$ cat config.mk
export PLATFORM = sky130hd
export DESIGN_NAME = rs_top
export DESIGN_NICKNAME = d
export VERILOG_FILES = /design/src/hdl/rs_pkg.sv /design/src/hdl/rs_entry.sv /design/src/hdl/rs_bank.sv /design/src/hdl/rs_dispatch.sv /design/src/hdl/fu_select.sv /design/src/hdl/alu_unit.sv /design/src/hdl/rs_top.sv
export SDC_FILE = /design/constraint.sdc
export NUM_CORES = 1
export LEC_CHECK = 0
export CORE_MARGIN = 2
export CORE_UTILIZATION = 55
export CTS_CLUSTER_DIAMETER = 100
export DETAILED_ROUTE_END_ITERATION = 8
export DONT_BUFFER_PORTS = 1
export PLACE_DENSITY = 0.67
export SYNTH_ARGS = -nofsm -noshare
export SYNTH_HDL_FRONTEND = slang
export SYNTH_SLANG_ARGS = --single-unit
$ cat constraint.sdc
create_clock -name clk -period 4.1 [get_ports clk]
set_input_delay 0.615 -clock clk [delete_from_list [all_inputs] [get_ports clk]]
set_output_delay 0.615 -clock clk [all_outputs]
set_load 0.01 [all_outputs]
$ cat src/hdl/rs_pkg.sv
// Shared types for the issue-to-execute slice.
// Tag 0 means "value present"; only tags 1 to 7 name a pending producer.
// Operand and result words are 32 bits wide.

package rs_pkg;

    typedef logic [2:0] rob_tag_t;
    typedef logic [31:0] word_t;

    typedef enum logic [2:0] {
        alu_add,
        alu_sub,
        alu_and,
        alu_or,
        alu_xor,
        alu_sll,
        alu_slt,
        // used by branches
        alu_cmp
    } alu_op_t;

    typedef enum logic [1:0] {
        br_none,
        br_beq,
        br_bne,
        br_blt
    } branch_type_t;

    // instruction as it leaves the issue stage
    typedef struct packed {
        alu_op_t      alu_op;
        branch_type_t branch_type;
        rob_tag_t     rob_entry;
        rob_tag_t     q_j;
        rob_tag_t     q_k;
        word_t        v_j;
        word_t        v_k;
    } issue_t;

    typedef struct packed {
        logic   busy;
        issue_t inst;
    } rs_data_t;

    // station view seen by the selector
    typedef struct packed {
        alu_op_t      alu_op;
        branch_type_t branch_type;
        rob_tag_t     rob_entry;
        word_t        op_a;
        word_t        op_b;
        logic         valid_operands;
    } rs_out_t;

    typedef struct packed {
        logic     valid;
        rob_tag_t dest_rob_entry;
        word_t    result;
        logic     taken;
    } cdb_packet_t;

endpackage

$ cat src/hdl/rs_entry.sv
// One reservation station.
// Captures a CDB result only for a nonzero pending tag and a valid packet.
// valid_operands lags the last operand capture by one cycle.

module rs_entry (
    input  logic                clk,
    input  logic                reset,
    input  logic                clear,
    input  logic                load,
    input  rs_pkg::rs_data_t    load_data,
    input  rs_pkg::cdb_packet_t cdb,
    output logic                busy,
    output rs_pkg::rs_out_t     out
);
    import rs_pkg::*;

    logic         busy_q;
    rob_tag_t     q_j;
    rob_tag_t     q_k;
    logic         valid_operands;
    alu_op_t      alu_op;
    branch_type_t branch_type;
    rob_tag_t     rob_entry;
    word_t        v_j;
    word_t        v_k;
    logic         hit_j;
    logic         hit_k;

    // snoop matches for operands still waiting
    assign hit_j = cdb.valid && (q_j != '0) && (cdb.dest_rob_entry == q_j);
    assign hit_k = cdb.valid && (q_k != '0) && (cdb.dest_rob_entry == q_k);

    // clear wins over load, load wins over snoop
    always_ff @(posedge clk) begin
        if (reset || clear) begin
            busy_q <= 1'b0;
            q_j    <= '0;
            q_k    <= '0;
        end else if (load) begin
            busy_q <= load_data.busy;
            q_j    <= load_data.inst.q_j;
            q_k    <= load_data.inst.q_k;
        end else begin
            if (hit_j) begin
                q_j <= '0;
            end
            if (hit_k) begin
                q_k <= '0;
            end
        end
    end

    always_ff @(posedge clk) begin
        if (load) begin
            alu_op      <= load_data.inst.alu_op;
            branch_type <= load_data.inst.branch_type;
            rob_entry   <= load_data.inst.rob_entry;
            v_j         <= load_data.inst.v_j;
            v_k         <= load_data.inst.v_k;
        end else begin
            if (hit_j) begin
                v_j <= cdb.result;
            end
            if (hit_k) begin
                v_k <= cdb.result;
            end
        end
    end

    // one cycle late, lines up with the selector
    always_ff @(posedge clk) begin
        if (reset || clear) begin
            valid_operands <= 1'b0;
        end else begin
            valid_operands <= busy_q && (q_j == '0) && (q_k == '0);
        end
    end

    assign busy = busy_q;

    always_comb begin
        out.alu_op         = alu_op;
        out.branch_type    = branch_type;
        out.rob_entry      = rob_entry;
        out.op_a           = v_j;
        out.op_b           = v_k;
        out.valid_operands = valid_operands;
    end

endmodule

$ cat src/hdl/rs_bank.sv
// Bank of num_stations reservation stations.
// A load is dropped in any cycle with flush high.

module rs_bank #(
    parameter int num_stations = 4
) (
    input  logic                                clk,
    input  logic                                reset,
    input  logic                                flush,
    input  logic                                load_valid,
    input  logic [$clog2(num_stations)-1:0]     load_station,
    input  rs_pkg::rs_data_t                    load_data,
    input  logic [num_stations-1:0]             consumed,
    input  rs_pkg::cdb_packet_t                 cdb,
    output logic [num_stations-1:0]             busy,
    output rs_pkg::rs_out_t                     station_out [num_stations]
);
    localparam int sel_w = $clog2(num_stations);

    logic [num_stations-1:0] load;
    logic [num_stations-1:0] clear;

    for (genvar i = 0; i < num_stations; i++) begin : g_station
        // decoded load strobe for this station
        assign load[i]  = load_valid && !flush && (load_station == sel_w'(i));
        assign clear[i] = flush || consumed[i];

        rs_entry i_entry (
            .clk       (clk),
            .reset     (reset),
            .clear     (clear[i]),
            .load      (load[i]),
            .load_data (load_data),
            .cdb       (cdb),
            .busy      (busy[i]),
            .out       (station_out[i])
        );
    end

endmodule

$ cat src/hdl/rs_dispatch.sv
// Places an issued instruction into the lowest free station.
// stall depends on the busy bits only, never on issue_valid.
// Forwards a same-cycle CDB result into the incoming operands.

module rs_dispatch #(
    parameter int num_stations = 4
) (
    input  logic                            issue_valid,
    input  rs_pkg::issue_t                  issue,
    input  logic [num_stations-1:0]         busy,
    input  rs_pkg::cdb_packet_t             cdb,
    output logic                            stall,
    output logic                            load_valid,
    output logic [$clog2(num_stations)-1:0] load_station,
    output rs_pkg::rs_data_t                load_data
);
    localparam int sel_w = $clog2(num_stations);

    assign stall      = &busy;
    assign load_valid = issue_valid && !stall;

    // scan downward so the lowest free index wins
    always_comb begin
        load_station = '0;
        for (int i = num_stations - 1; i >= 0; i--) begin
            if (!busy[i]) begin
                load_station = sel_w'(i);
            end
        end
    end

    // the entry would miss this broadcast, so take it here
    always_comb begin
        load_data.busy = 1'b1;
        load_data.inst = issue;
        if (cdb.valid && (issue.q_j != '0) && (cdb.dest_rob_entry == issue.q_j)) begin
            load_data.inst.q_j = '0;
            load_data.inst.v_j = cdb.result;
        end
        if (cdb.valid && (issue.q_k != '0) && (cdb.dest_rob_entry == issue.q_k)) begin
            load_data.inst.q_k = '0;
            load_data.inst.v_k = cdb.result;
        end
    end

endmodule

$ cat src/hdl/fu_select.sv
// Grants the lowest-numbered ready station to the single ALU.
// consumed is combinational and frees the station at the next edge,
// the same edge that captures alu_in.

module fu_select #(
    parameter int num_stations = 4
) (
    input  logic                    clk,
    input  logic                    reset,
    input  logic                    flush,
    input  logic [num_stations-1:0] busy,
    input  rs_pkg::rs_out_t         station_out [num_stations],
    output logic [num_stations-1:0] consumed,
    output logic                    alu_in_valid,
    output rs_pkg::rs_out_t         alu_in
);
    localparam int sel_w = $clog2(num_stations);

    logic [num_stations-1:0] ready;
    logic [sel_w-1:0]        grant_idx;
    logic                    grant_any;

    always_comb begin
        for (int i = 0; i < num_stations; i++) begin
            ready[i] = busy[i] && station_out[i].valid_operands;
        end
    end

    // fixed priority, lowest index first
    always_comb begin
        grant_idx = '0;
        consumed  = '0;
        for (int i = num_stations - 1; i >= 0; i--) begin
            if (ready[i]) begin
                grant_idx = sel_w'(i);
            end
        end
        grant_any = |ready;
        if (grant_any) begin
            consumed[grant_idx] = 1'b1;
        end
    end

    // ALU input stage
    always_ff @(posedge clk) begin
        if (reset || flush) begin
            alu_in_valid <= 1'b0;
        end else begin
            alu_in_valid <= grant_any;
        end
    end

    always_ff @(posedge clk) begin
        if (grant_any) begin
            alu_in <= station_out[grant_idx];
        end
    end

endmodule

$ cat src/hdl/alu_unit.sv
// Single-cycle integer ALU that drives the CDB register.
// Branches return result 0 with taken from the compare.
// cmp with no branch type returns op_a - op_b.

module alu_unit (
    input  logic                clk,
    input  logic                reset,
    input  logic                flush,
    input  logic                alu_in_valid,
    input  rs_pkg::rs_out_t     alu_in,
    output rs_pkg::cdb_packet_t cdb
);
    import rs_pkg::*;

    word_t    a;
    word_t    b;
    word_t    result;
    logic     taken;
    logic     cdb_valid;
    rob_tag_t cdb_dest;
    word_t    cdb_result;
    logic     cdb_taken;

    assign a = alu_in.op_a;
    assign b = alu_in.op_b;

    always_comb begin
        result = '0;
        taken  = 1'b0;
        if (alu_in.branch_type == br_none) begin
            case (alu_in.alu_op)
                alu_add: result = a + b;
                alu_sub: result = a - b;
                alu_and: result = a & b;
                alu_or:  result = a | b;
                alu_xor: result = a ^ b;
                // shift amount from low 5 bits only
                alu_sll: result = a << b[4:0];
                alu_slt: result = {31'b0, $signed(a) < $signed(b)};
                alu_cmp: result = a - b;
            endcase
        end else begin
            case (alu_in.branch_type)
                br_beq:  taken = (a == b);
                br_bne:  taken = (a != b);
                br_blt:  taken = ($signed(a) < $signed(b));
                default: taken = 1'b0;
            endcase
        end
    end

    always_ff @(posedge clk) begin
        if (reset || flush) begin
            cdb_valid <= 1'b0;
        end else begin
            cdb_valid <= alu_in_valid;
        end
    end

    always_ff @(posedge clk) begin
        if (alu_in_valid) begin
            cdb_dest   <= alu_in.rob_entry;
            cdb_result <= result;
            cdb_taken  <= taken;
        end
    end

    always_comb begin
        cdb.valid          = cdb_valid;
        cdb.dest_rob_entry = cdb_dest;
        cdb.result         = cdb_result;
        cdb.taken          = cdb_taken;
    end

endmodule

$ cat src/hdl/rs_top.sv
// Issue-to-execute slice: dispatch, station bank, select and one ALU.
// Hold issue while stall is high. The CDB feeds back into dispatch and
// the bank. num_stations may be 2 to 8.

module rs_top #(
    parameter int num_stations = 4
) (
    input  logic                clk,
    input  logic                reset,
    input  logic                flush,
    input  logic                issue_valid,
    input  rs_pkg::issue_t      issue,
    output logic                stall,
    output rs_pkg::cdb_packet_t cdb
);
    import rs_pkg::*;

    logic                            load_valid;
    logic [$clog2(num_stations)-1:0] load_station;
    rs_data_t                        load_data;
    logic [num_stations-1:0]         busy;
    logic [num_stations-1:0]         consumed;
    rs_out_t                         station_out [num_stations];
    logic                            alu_in_valid;
    rs_out_t                         alu_in;

    rs_dispatch #(.num_stations(num_stations)) i_dispatch (
        .issue_valid  (issue_valid),
        .issue        (issue),
        .busy         (busy),
        .cdb          (cdb),
        .stall        (stall),
        .load_valid   (load_valid),
        .load_station (load_station),
        .load_data    (load_data)
    );

    rs_bank #(.num_stations(num_stations)) i_bank (
        .clk          (clk),
        .reset        (reset),
        .flush        (flush),
        .load_valid   (load_valid),
        .load_station (load_station),
        .load_data    (load_data),
        .consumed     (consumed),
        .cdb          (cdb),
        .busy         (busy),
        .station_out  (station_out)
    );

    fu_select #(.num_stations(num_stations)) i_select (
        .clk          (clk),
        .reset        (reset),
        .flush        (flush),
        .busy         (busy),
        .station_out  (station_out),
        .consumed     (consumed),
        .alu_in_valid (alu_in_valid),
        .alu_in       (alu_in)
    );

    alu_unit i_alu (
        .clk          (clk),
        .reset        (reset),
        .flush        (flush),
        .alu_in_valid (alu_in_valid),
        .alu_in       (alu_in),
        .cdb          (cdb)
    );

endmodule

Word level (Yosys, flattened, before mapping)
Cells that the tools add are included.
{"block": "totals", "register_bits": 430, "input_bits": 82, "out_inout_bits": 38}
{"block": "op_classes", "eq_ne": 25, "n_bitwise": 4, "n_reduce_logical": 82, "add_sub_neg": 2, "mux": 52, "shifts": 1, "n_lt_le_gt_ge": 4}
{"cell": "$mux 32", "count": 18}
{"cell": "$pmux 32 s7", "count": 1}
{"cell": "$bmux 73 s2", "count": 1}
{"cell": "$mux 73", "count": 2}
{"cell": "$mux 3", "count": 18}
{"cell": "$logic_and 1x1->1", "count": 39}
{"cell": "$add 32x32->32", "count": 1}
{"cell": "$and 32x32->32", "count": 1}
{"cell": "$eq 32x32->1", "count": 1}
{"cell": "$lt 32x32->1", "count": 1}
{"cell": "$ne 32x32->1", "count": 1}
{"cell": "$or 32x32->32", "count": 1}
{"cell": "$shl 32x5->32", "count": 1}
{"cell": "$sub 32x32->32", "count": 1}
{"cell": "$xor 32x32->32", "count": 1}
{"cell": "$eq 3x3->1", "count": 10}
{"cell": "$reduce_bool 3->1", "count": 10}
{"cell": "$logic_not 3->1", "count": 9}
{"cell": "$mux 2", "count": 8}
{"cell": "$reduce_bool 2->1", "count": 8}
{"cell": "$eq 3x3->1 const B", "count": 4}
{"cell": "$logic_or 1x1->1", "count": 9}
{"cell": "$eq 2x2->1 const B", "count": 4}
{"cell": "$eq 3x2->1 const B", "count": 2}
{"cell": "other kinds (15)", "count": 18}

Longest topological paths before layout
Gate-level depths: netlist of run 1.
{"block": "depth", "ltp_word": 12, "ltp_mapped": 14, "mapped_depth_nobuf": 12}

Cells and area by module
A second synthesis of run 1 with hierarchy kept.
{"block": "unflattened", "cells_unflattened": 2970, "hier_area_um2": 27231.1}
{"mod": "rs_entry", "n_inst": 4, "seq_area_each_um2": 2322.2, "area_each_um2": 3304.4, "cells_per_inst": 306}
{"mod": "alu_unit", "n_inst": 1, "seq_area_each_um2": 1101.1, "area_each_um2": 8082.8, "cells_per_inst": 1102}
{"mod": "fu_select", "n_inst": 1, "seq_area_each_um2": 2212.1, "area_each_um2": 4749.6, "cells_per_inst": 527}
{"mod": "rs_dispatch", "n_inst": 1, "seq_area_each_um2": 0.0, "area_each_um2": 1104.8, "cells_per_inst": 109}
{"mod": "rs_bank", "n_inst": 1, "seq_area_each_um2": 0.0, "area_each_um2": 76.3, "cells_per_inst": 8}

Least setup slack after synthesis of run 1
Ideal clock, no wire load.
{"block": "synth_path", "path_type": "register -> register", "from": "register i_select.alu_in[3] (netlist name)", "to": "register i_alu.cdb_result[26] (data pin)", "stages_incl_launch_ff": 15, "required_ns": 3.828, "arrival_time_ns": 3.473, "setup_time_ns": 0.272, "path_buffers": 3, "path_slack_ns": 0.355, "path_cell_list": "edfxtp_1 -> clkinv_1 -> buf_1 -> clkbuf_1 -> ha_1 -> buf_2 -> inv_1 -> a21oi_1 -> o31ai_2 -> a31oi_2 -> o31ai_4 -> a21boi_4 -> o41ai_1 -> mux2i_1 -> a31oi_1"}
{"block": "synth_between", "elab_chain_len": 2, "word_cells_on_any_way": 4}
{"element": "$sub 32x32->32 (tied with other cells)", "line_no": "alu_unit.sv:33, alu_unit.sv:40"}
{"element": "$pmux 32 s7 *", "line_no": "alu_unit.sv:31", "text": "case (alu_in.alu_op)"}
{"element": "end signal, assigned", "line_no": "alu_unit.sv:63", "text": "cdb_result <= result;"}
{"element": "end, declared", "line_no": "alu_unit.sv:21", "text": "word_t cdb_result;"}
Mark *: on every way between the ends. The rest lies on a longest branch, timed or not.
A chain may end at the register's enable or synchronous reset.

Worst setup path after layout of run 1
{"block": "layout_path", "from": "register i_select.alu_in[46] (netlist name)", "to": "register i_alu.cdb_result[0] (data pin)"}
{"block": "layout_between", "elab_chain_len": 2, "word_cells_on_any_way": 3}
{"element": "$lt 32x32->1 / $shl 32x5->32 (equally long branches)", "line_no": "alu_unit.sv:39, alu_unit.sv:38"}
{"element": "$pmux 32 s7 *", "line_no": "alu_unit.sv:31"}
Marked as above.

==> reports/results.txt, run 1 <==
Flop2flop setup slack: 290 ps
Antenna diode count: 0
Final clock skew: 26.12 ps
Hold buffer count at CTS: 0
Cell Area, Synth: 25530 µm²
# clock sinks: 430
Synth Net Count: 2659
Vias in the first global route: 19.25k
Final hold violations: 0
Cts bufs inserted: 46
Total leakage power: 10.83 nW
Share of layout cells above drive strength 1: 13.56%
Clk_lat worst skew: 600 ps
Cells after DPL: 2993
Mean Syn Cell Area: 10.30 µm²
Max Cap Viol: 0
Yosys reg bits: 430
# setup viols final: 0
Pwr Density: 330.7 nW/µm²
Total global routing overflow: 0
Setup WS post-layout: 294.9 ps
Pins Over Slew Limit: 0
Hold Path Class: input port to flop
Clock slew at reported path FFs: 60 ps
CP required: 4500 ps
RSZ-0062 raised after global routing: false
Port Buffer Count: 0
Max Buffers Root-to-Sink: 3
Largest cells by area after synthesis: edfxtp_1 (47%), nand2_1 (7.0%), mux2_2 (6.0%)
Critical path capture point type: flop
Yosys top cell by area: edfxtp_1
Status: completed
Drt total wl: 80440 µm
Area share of the leading cell type in the synthesized netlist: 46.58%
Fin nets: 2622
Tcrit/Tclk final: 92.81%
Post-CTS Setup Inserts: 0
# rows: 78
Die area: 48150 µm²
Max Fanout on Critical Path: 11
WS Path Type: flop to flop
Most frequent cells in the layout: nand2_1 (478), edfxtp_1 (396), o21ai_0 (148)
Iter 0 DRT Violations: 2491
# fillers: 3668
Maximum number of pins on one net before global-route repair: 74
Arr. time, crit path: 4210 ps
Top FF cell, synth: edfxtp_1
Worst slack at placement: 271.1 ps
GRT Total Usage: 33.36%
YS warnings: 0
Core ar.: 45580 µm²
Worst Hold End: i_bank.g_station[2].i_entry.branch_type[0]$_DFFE_PP_
Worst hold path startpoint: issue[73]
Post-synth EDFFs: 396
CP startpoint: i_select.alu_in[46]$_DFFE_PP_
Routed length per instance: 26.14 µm
Startpoint of the worst register-to-register path: i_select.alu_in[46]$_DFFE_PP_
R2R depth: 11
Die X: 219.4 µm
Chip Height: 219.4 µm
Hold path depth: 0
Ys async rst share: 0%
Layout Cells excl Fill: 3078
Crit path launch type: flop
Reg-to-Reg End: i_alu.cdb_result[0]$_SDFFCE_PP0P_
Syn Inst Count: 2478
Commonest non-fill, non-tap cell in the layout: nand2_1
Max IR drop VDD: 0.3113 mV
Slew HR: 24.81%
Final ANT Viol Nets: 0
DRC Markers: 0
CTS tree: done
Clock root cell: clkbuf_16
Initial antenna violation count: 1
Number of I/O pins: 120
Global-route wire length before repair: 119400 µm
H-tree levels: 2
Utilization after layout: 61.24%
GP Congestion: 1.009
Area delta synth->final: 9.347%
Share of the yosys chip area belonging to registers: 49.25%
Worst Tran Pin Value: 1122 ps
Final worst hold slack: 107.6 ps
Initial Util: 56.01%
Dpl hpwl: 55430 µm
Post-layout minimum cycle time: 3805 ps
Fmax: 262.8 MHz
Setup TNS: 0 ps
Unique masters post-synth: 90
DR vias/cell: 6.553
First drt pass iteration count: 8
DR vias: 20.17k
[synthesized netlist by cell type, types with 15 or more instances]
| cell | number |
|---|---|
| inv_1 | 114 |
| ha_1 | 97 |
| a21o_1 | 17 |
| mux2i_1 | 97 |
| o22ai_1 | 16 |
| nand3_1 | 32 |
| clkbuf_1 | 116 |
| a31oi_1 | 20 |
| buf_2 | 20 |
| o21ai_0 | 148 |
| a21oi_1 | 108 |
| nand2_1 | 479 |
| nor3_1 | 42 |
| mux2_2 | 136 |
| nor2_1 | 148 |
| a211oi_1 | 28 |
| edfxtp_1 | 396 |
| nor4_1 | 15 |
| dfxtp_1 | 34 |
| a22oi_1 | 101 |
| mux4_2 | 20 |
| xnor2_1 | 42 |
[state kept, by name, indices dropped and copies added, names as in the netlist]
signal	flops
i_bank.g_station.i_entry.busy	4
i_select.alu_in_valid	1
i_bank.g_station.i_entry.rob_entry	12
i_alu.cdb_dest	3
i_alu.cdb_taken	1
i_bank.g_station.i_entry.q_j	12
i_alu.cdb_result	32
i_alu.cdb_valid	1
i_bank.g_station.i_entry.q_k	12
i_bank.g_station.i_entry.v_j	128
i_bank.g_station.i_entry.branch_type	8
i_bank.g_station.i_entry.alu_op	12
i_select.alu_in	72
i_bank.g_station.i_entry.v_k	128
i_bank.g_station.i_entry.valid_operands	4
[worst max-delay path by stage]
stage / slack, ps / cells past startpoint / end
after floorplan: 350 / 14 / i_alu.cdb_result[26]$_SDFFCE_PP0P_
after global placement: 230 / 11 / i_alu.cdb_result[0]$_SDFFCE_PP0P_
after detailed placement: 270 / 11 / i_alu.cdb_result[0]$_SDFFCE_PP0P_
after CTS: 230 / 11 / i_alu.cdb_result[0]$_SDFFCE_PP0P_
after global routing: 110 / 11 / i_alu.cdb_result[0]$_SDFFCE_PP0P_
final: 290 / 11 / i_alu.cdb_result[0]$_SDFFCE_PP0P_
[stage by stage]
stage	cell area [µm²]	power, W
finish	27910	0.009231
global placement	26370	0.005062
detailed placement	26370	0.005069
CTS	27910	0.009263
global route	27910	0.009448
floorplan	25530	0.005005
[layer usage]
layer / global-route usage, % / routed length, µm / up-vias
li1: - / - / 9007
met1: 47.18 / 33050 / 9813
met2: 51.37 / 36360 / 1166
met3: 7.124 / 8535 / 183
met4: 10.63 / 2479 / 2
met5: 0 / 13 / -
[kinds of logic (layout without fill, tap and decap cells)]
kind of cell	Yosys count	after routing	synth area share, %
simple gates	789	789	12.99
fa+ha+maj	99	99	4.911
xor+xnor	55	55	1.887
compound gates	578	578	15.15
buf+inv	274	274	4.245
mux	253	253	11.57
flops	430	430	49.25
[what timing repair did]
item                                    in CTS  in global routing
endpoints found under the setup margin       0                  1
endpoints found under the hold margin        0                  0
resized for setup                            0                  2
[critical path, stage by stage, from the launching register on]
cell	delay [ps]
edfxtp_1	470
inv_1	70
ha_2	480
inv_1	200
a21oi_1	280
o31ai_1	190
a2111oi_4	540
o31ai_4	240
a21oi_2	310
o211ai_1	200
a2111o_1	390
a21oi_1	240
[area by class of cell]
class	count	area, µm²	share of cell area (%)
multi-input cells	1774	11970	42.88
well taps	600	750.7	2.689
clock buffers	52	1174	4.205
flip-flops and latches	430	12570	45.04
clock inverters	33	359.1	1.286
repair buffers	71	645.6	2.313
inverters	118	442.9	1.587
[report_power, final]
| part | switching [W] | total [W] | internal (W) |
|---|---|---|---|
| combinational | 0.000118 | 0.000179 | 0.0000617 |
| sequential | 0.0000117 | 0.00480 | 0.00479 |
| clock | 0.00184 | 0.00425 | 0.00241 |
No activity file was read; power rests on OpenSTA's default activity.
==> run 2, diff against run 1 <==
CORE_ASPECT_RATIO = 1.1   (was unset)
SLEW_MARGIN = 20   (was unset)
clock period = 4.6 ns   (was 4.1 ns; I/O delays follow)
==> reports/results.txt, run 2 (synthesis gave the netlist of run 1 again) <==
WS Path Type: flop to flop (unchanged)
Max Cap Viol: 0 (unchanged)
Iter 0 DRT Violations: 2550 (was 2491)
Crit path buffers/inverters: 2 (unchanged)
Maximum number of pins on one net before global-route repair: 45 (was 74)
Flop2flop setup slack: 800 ps (was 290 ps)
Max Fanout on Critical Path: 11 (unchanged)
Final ANT Viol Nets: 0 (unchanged)
Final clock skew: 31.03 ps (was 26.12 ps)
Pins Over Slew Limit: 0 (unchanged)
Top flop regs: i_bank.g_station.i_entry.v_j x128, i_bank.g_station.i_entry.v_k x128, i_select.alu_in x72 (unchanged)
Total Power: 0.008178 W (was 0.009231 W)
Cell mode on critical path: a21oi_1
DRC Markers: 0 (unchanged)
Status: completed (unchanged)
DR vias/cell: 6.583 (was 6.553)
Chip Height: 230.0 µm (was 219.4 µm)
Setup WS post-layout: 795.2 ps (was 294.9 ps)
First drt pass iteration count: 6 (was 8)
Area of placed instances: 26300 µm² (was 26370 µm²)
Hold Path Class: input port to flop (unchanged)
Routed length per instance: 26.66 µm (was 26.14 µm)
Clk_lat worst skew: 600 ps (about the same)
CTS resizes: 0 (unchanged)
Vias in the first global route: 19.71k (was 19.25k)
Share of layout cells above drive strength 1: 13.28% (was 13.56%)
Number of I/O pins: 120 (unchanged)
Fin area: 27810 µm² (was 27910 µm²)
Total leakage power: 10.82 nW (was 10.83 nW)
Total global routing overflow: 0 (unchanged)
Cell family with most CP delay: compound AO/OA/AOI/OAI gates (unchanged)
# rows: 82 (was 78)
Seq. cell area: 12570 µm² (unchanged)
Footprint of the multi-input gates: 11960 µm² (was 11970 µm²)
Port Buffer Count: 0 (unchanged)
DR vias: 20.18k (was 20.17k)
Dpl hpwl: 56960 µm (was 55430 µm)
Hold buffer count at CTS: 0 (unchanged)
Die area: 48150 µm² (about the same)
Cts bufs inserted: 47 (was 46)
Fin nets: 2620 (was 2622)
Final hold violations: 0 (unchanged)
Commonest non-fill, non-tap cell in the layout: nand2_1 (unchanged)
Fmax: 262.8 MHz (about the same)
CP required: 5040 ps (was 4500 ps)
Arr. time, crit path: 4250 ps (was 4210 ps)
Critical path capture point type: flop (unchanged)
Worst path slowest cell: ha_1 (was a2111oi_4)
# fillers: 3713 (was 3668)
Post-layout minimum cycle time: 3805 ps (about the same)
Crit-path cells: inv_1, ha_1, inv_1, a21oi_1, o31ai_1, a2111oi_4, o31ai_4, a21oi_1, o211ai_1, a2111o_1, a21oi_1 (was inv_1, ha_2, inv_1, a21oi_1, o31ai_1, a2111oi_4, o31ai_4, a21oi_2, o211ai_1, a2111o_1, a21oi_1)
Initial antenna violation count: 0 (was 1)
CP max stage delay: 560 ps (was 540 ps)
Max IR drop VDD: 0.3591 mV (was 0.3113 mV)
Setup TNS: 0 ps (unchanged)
Area delta synth->final: 8.931% (was 9.347%)
# clock sinks: 430 (unchanged)
Clock root cell: clkbuf_16 (unchanged)
Final worst hold slack: 187.6 ps (was 107.6 ps)
H-tree levels: 2 (unchanged)
Tcrit/Tclk final: 82.71% (was 92.81%)
Most frequent cells in the layout: nand2_1 (478), edfxtp_1 (396), o21ai_0 (148) (unchanged)
Antenna diode count: 0 (unchanged)
Die X: 209.4 µm (was 219.4 µm)
Global-route wire length before repair: 122600 µm (was 119400 µm)
Worst slack at placement: 852.9 ps (was 271.1 ps)
Pwr Density: 294.1 nW/µm² (was 330.7 nW/µm²)
RSZ-0062 raised after global routing: false (unchanged)
# setup viols final: 0 (unchanged)
Worst Tran Pin Value: 1090 ps (was 1122 ps)
GP Congestion: 1.015 (was 1.009)
Slew HR: 27.27% (was 24.81%)
Max Buffers Root-to-Sink: 3 (unchanged)
Initial Util: 55.91% (was 56.01%)
Drt total wl: 81710 µm (was 80440 µm)
Clock slew at reported path FFs: 70 ps (was 60 ps)
Crit path launch type: flop (unchanged)
Post-CTS Setup Inserts: 0 (unchanged)
Core ar.: 45660 µm² (was 45580 µm²)
GRT Total Usage: 33.77% (was 33.36%)
CTS tree: done (unchanged)
-- run 2: cell count changes in the layout (fill, tap and decap cells not counted), sizes merged --
cell	before	now
clkinv	20	28
clkinvlp	7	2
buf	71	68
bufinv	5	4
-- run 2: power breakdown --
part,total [W],switching [W],internal (W)
clock,0.00374,0.00162,0.00211
combinational,0.000165,0.000109,0.0000555
sequential,0.00428,0.0000104,0.00427
-- run 2: cell type report --
class,instances,share of cell area [%]
Clock inverter,35,1.125
Multi-Input combinational cell,1774,43.02
Inverter,118,1.593
Tap cell,588,2.646
Sequential cell,430,45.22
Timing Repair Buffer,68,2.106
Clock buffer,52,4.297
-- run 2: final timing paths --
kind,cells after the start,to,start
min reg2reg,0,i_alu.cdb_dest[1]$_DFFE_PP_,i_select.alu_in[66]$_DFFE_PP_
min,0,i_bank.g_station[1].i_entry.alu_op[0]$_DFFE_PP_,issue[75]
max,11,i_alu.cdb_result[0]$_SDFFCE_PP0P_,i_select.alu_in[46]$_DFFE_PP_
max reg2reg,11,i_alu.cdb_result[0]$_SDFFCE_PP0P_,i_select.alu_in[46]$_DFFE_PP_
-- run 2: through the flow --
step,util [%],std cells
finish,60.90,3065
global route,60.90,3065
CTS,60.90,3065
detailed placement,57.60,2978
global placement,57.60,2978
floorplan,-,2478
-- run 2: routing by layer --
layer | track usage [%] | vias up | share of wire, %
met2 | 54.34 | 1096 | 47
met3 | 6.200 | 169 | 9.4
met1 | 46.47 | 9920 | 41
li1 | - | 8992 | -
met4 | 10.98 | 0 | 3.1
met5 | 0 | - | 0
==> run 3, diff against run 2 <==
clock period = 3.6 ns   (was 4.6 ns; I/O delays follow)
==> reports/results.txt, run 3 (synthesis gave the netlist of run 1 again) <==
Status: completed (unchanged)
Post-layout minimum cycle time: 3514 ps (was 3805 ps)
# fillers: 3706 (was 3713)
Psw: 0.002239 W (was 0.001743 W)
DR vias/cell: 6.535 (was 6.583)
Chip Height: 230.0 µm (unchanged)
GP Congestion: 1.016 (was 1.015)
DRC Markers: 0 (unchanged)
Part of the power in registers: 52.9% (was 52.3%)
Cell mode on critical path: inv_1 (was a21oi_1)
Tcrit/Tclk final: 97.61% (was 82.71%)
Critical path capture point type: flop (unchanged)
Worst slack at placement: 180.8 ps (was 852.9 ps)
Port Buffer Count: 0 (unchanged)
Cells after DPL: 3029 (was 2978)
Iter 0 DRT Violations: 2415 (was 2550)
Footprint of the multi-input gates: 11990 µm² (was 11960 µm²)
Pins Over Slew Limit: 0 (unchanged)
Drt total wl: 83710 µm (was 81710 µm)
Max Cap Viol: 0 (unchanged)
Crit path buffers/inverters: 3 (was 2)
Combinational Power Share: 2.0% (about the same)
Vias in the first global route: 20.26k (was 19.71k)
# setup viols final: 0 (unchanged)
Clock slew at reported path FFs: 60 ps (was 70 ps)
Core ar.: 45660 µm² (unchanged)
WS Path Type: flop to flop (unchanged)
Global-route wire length before repair: 125700 µm (was 122600 µm)
GRT Total Usage: 34.79% (was 33.77%)
Hold Path Class: input port to flop (unchanged)
Layout Cells excl Fill: 3118 (was 3065)
R2R depth: 13 (was 11)
Max IR drop VDD: 0.4615 mV (was 0.3591 mV)
Clock root cell: clkbuf_16 (unchanged)
Cts bufs inserted: 47 (unchanged)
CP required: 4020 ps (was 5040 ps)
Initial Util: 55.91% (unchanged)
Flop2flop setup slack: 90 ps (was 800 ps)
DR vias: 20.38k (was 20.18k)
# clock sinks: 430 (unchanged)
Seq. cell area: 12570 µm² (unchanged)
Reg-to-Reg End: i_alu.cdb_result[30]$_SDFFCE_PP0P_ (was i_alu.cdb_result[0]$_SDFFCE_PP0P_)
Routed length per instance: 26.85 µm (was 26.66 µm)
Dpl hpwl: 57820 µm (was 56960 µm)
Startpoint of the worst register-to-register path: i_select.alu_in[33]$_DFFE_PP_ (was i_select.alu_in[46]$_DFFE_PP_)
Die area: 48150 µm² (unchanged)
Final ANT Viol Nets: 0 (unchanged)
# rows: 82 (unchanged)
Max Buffers Root-to-Sink: 3 (unchanged)
CTS tree: done (unchanged)
RSZ-0062 raised after global routing: true (was false)
Pwr Density: 366.6 nW/µm² (was 294.1 nW/µm²)
Area delta synth->final: 10.42% (was 8.931%)
Clk_lat worst skew: 600 ps (about the same)
Number of I/O pins: 120 (unchanged)
Total Power: 0.01033 W (was 0.008178 W)
Switching part of the total: 21.67% (was 21.31%)
Fin nets: 2674 (was 2620)
Max Fanout on Critical Path: 5 (was 11)
Top flop regs: i_bank.g_station.i_entry.v_j x128, i_bank.g_station.i_entry.v_k x128, i_select.alu_in x72 (unchanged)
Worst path slowest cell: edfxtp_1 (was ha_1)
Maximum number of pins on one net before global-route repair: 74 (was 45)
Worst Tran Pin Value: 1087 ps (was 1090 ps)
Utilization after layout: 61.74% (was 60.90%)
First drt pass iteration count: 6 (unchanged)
Final clock skew: 24.28 ps (was 31.03 ps)
Die X: 209.4 µm (unchanged)
P_int: 0.008095 W (was 0.006435 W)
Final hold violations: 0 (unchanged)
Arr. time, crit path: 3930 ps (was 4250 ps)
CP Capture Point: i_alu.cdb_result[30]$_SDFFCE_PP0P_ (was i_alu.cdb_result[0]$_SDFFCE_PP0P_)
CP startpoint: i_select.alu_in[33]$_DFFE_PP_ (was i_select.alu_in[46]$_DFFE_PP_)
Setup WS post-layout: 85.91 ps (was 795.2 ps)
Cell family with most CP delay: compound AO/OA/AOI/OAI gates (unchanged)
Clock Power Share: 45.1% (was 45.7%)
Fmax: 284.6 MHz (was 262.8 MHz)
Total global routing overflow: 0 (unchanged)
H-tree levels: 2 (unchanged)
CP max stage delay: 440 ps (was 560 ps)
Share of layout cells above drive strength 1: 15.42% (was 13.28%)
Total leakage power: 11.04 nW (was 10.82 nW)
Commonest non-fill, non-tap cell in the layout: nand2_1 (unchanged)
Slew HR: 27.54% (was 27.27%)
Initial antenna violation count: 0 (unchanged)
Crit-path cells: inv_1, ha_1, inv_1, fa_1, a21oi_1, o31ai_2, a31oi_2, o31ai_4, buf_4, a21boi_4, o21ai_2, a2111o_1, a41oi_2 (was inv_1, ha_1, inv_1, a21oi_1, o31ai_1, a2111oi_4, o31ai_4, a21oi_1, o211ai_1, a2111o_1, a21oi_1)
Most frequent cells in the layout: nand2_1 (478), edfxtp_1 (396), o21ai_0 (147) (was nand2_1 (478), edfxtp_1 (396), o21ai_0 (148))
Crit path launch type: flop (unchanged)
Critical path depth: 13 (was 11)
run 3: routing by layer:
layer | routed length [µm] | global-route usage, % | share of wire (%) | vias to the layer above
li1 | - | - | - | 9099
met1 | 33440 | 46.28 | 40 | 9949
met2 | 39130 | 56.03 | 47 | 1111
met3 | 8004 | 7.361 | 9.6 | 216
met4 | 3131 | 13.48 | 3.7 | 0
met5 | 0 | 0 | 0 | -
run 3: worst register-to-register path, stage by stage, from the launching register on:
cell and delay (ps):
edfxtp_1 440, inv_1 100, ha_1 160, inv_1 60, fa_1 400, a21oi_1 280
o31ai_2 130, a31oi_2 420, o31ai_4 160, buf_4 180, a21boi_4 240, o21ai_2 130
a2111o_1 430, a41oi_2 200
run 3: layout make-up:
| cell class | count | area share (%) |
|---|---|---|
| Clock inverter | 32 | 0.9499 |
| Tap cell | 588 | 2.610 |
| Timing Repair Buffer | 122 | 3.471 |
| Sequential cell | 430 | 44.61 |
| Antenna cell | 1 | 0.008878 |
| Inverter | 118 | 1.571 |
| Multi-Input combinational cell | 1774 | 42.53 |
| Clock buffer | 53 | 4.252 |
run 3: metrics by stage:
stage	hold slack (ps)	TNS, ps	area [µm²]
2_1_floorplan	400.3	0	25530
3_3_place_gp	405.0	0	26670
3_5_place_dp	406.5	0	26670
4_1_cts	30.77	0	28140
5_1_grt	29.59	-7.008	28180
6_report	49.61	0	28190
run 3: what timing repair did:
item / 4_1_cts / 5_1_grt
resized for setup: 0 / 7
hold buffers: 0 / 0
setup buffers: 0 / 3
setup endpoints to repair: 0 / 7
run 3: worst min-delay path by stage:
stage,startpoint,slack (ps),depth (start not counted),end
floorplan,i_select.alu_in[65]$_DFFE_PP_,400,0,i_alu.cdb_dest[0]$_DFFE_PP_
global placement,i_select.alu_in[67]$_DFFE_PP_,400,0,i_alu.cdb_dest[2]$_DFFE_PP_
detailed placement,i_select.alu_in[65]$_DFFE_PP_,410,0,i_alu.cdb_dest[0]$_DFFE_PP_
CTS,issue[70],30,0,i_bank.g_station[1].i_entry.rob_entry[0]$_DFFE_PP_
global route,issue[70],30,0,i_bank.g_station[1].i_entry.rob_entry[0]$_DFFE_PP_
finish,issue[76],50,0,i_bank.g_station[2].i_entry.alu_op[1]$_DFFE_PP_
run 3: power groups by stage:
stage,Sequential (W),Clock (W),Combinational [W]
final,0.00547,0.00466,0.000211
after global routing,0.00547,0.00489,0.000227
after global placement,0.00557,0,0.000201
after detailed placement,0.00557,0,0.000207
after CTS,0.00547,0.00472,0.000208
after floorplan,0.00557,0,0.000133
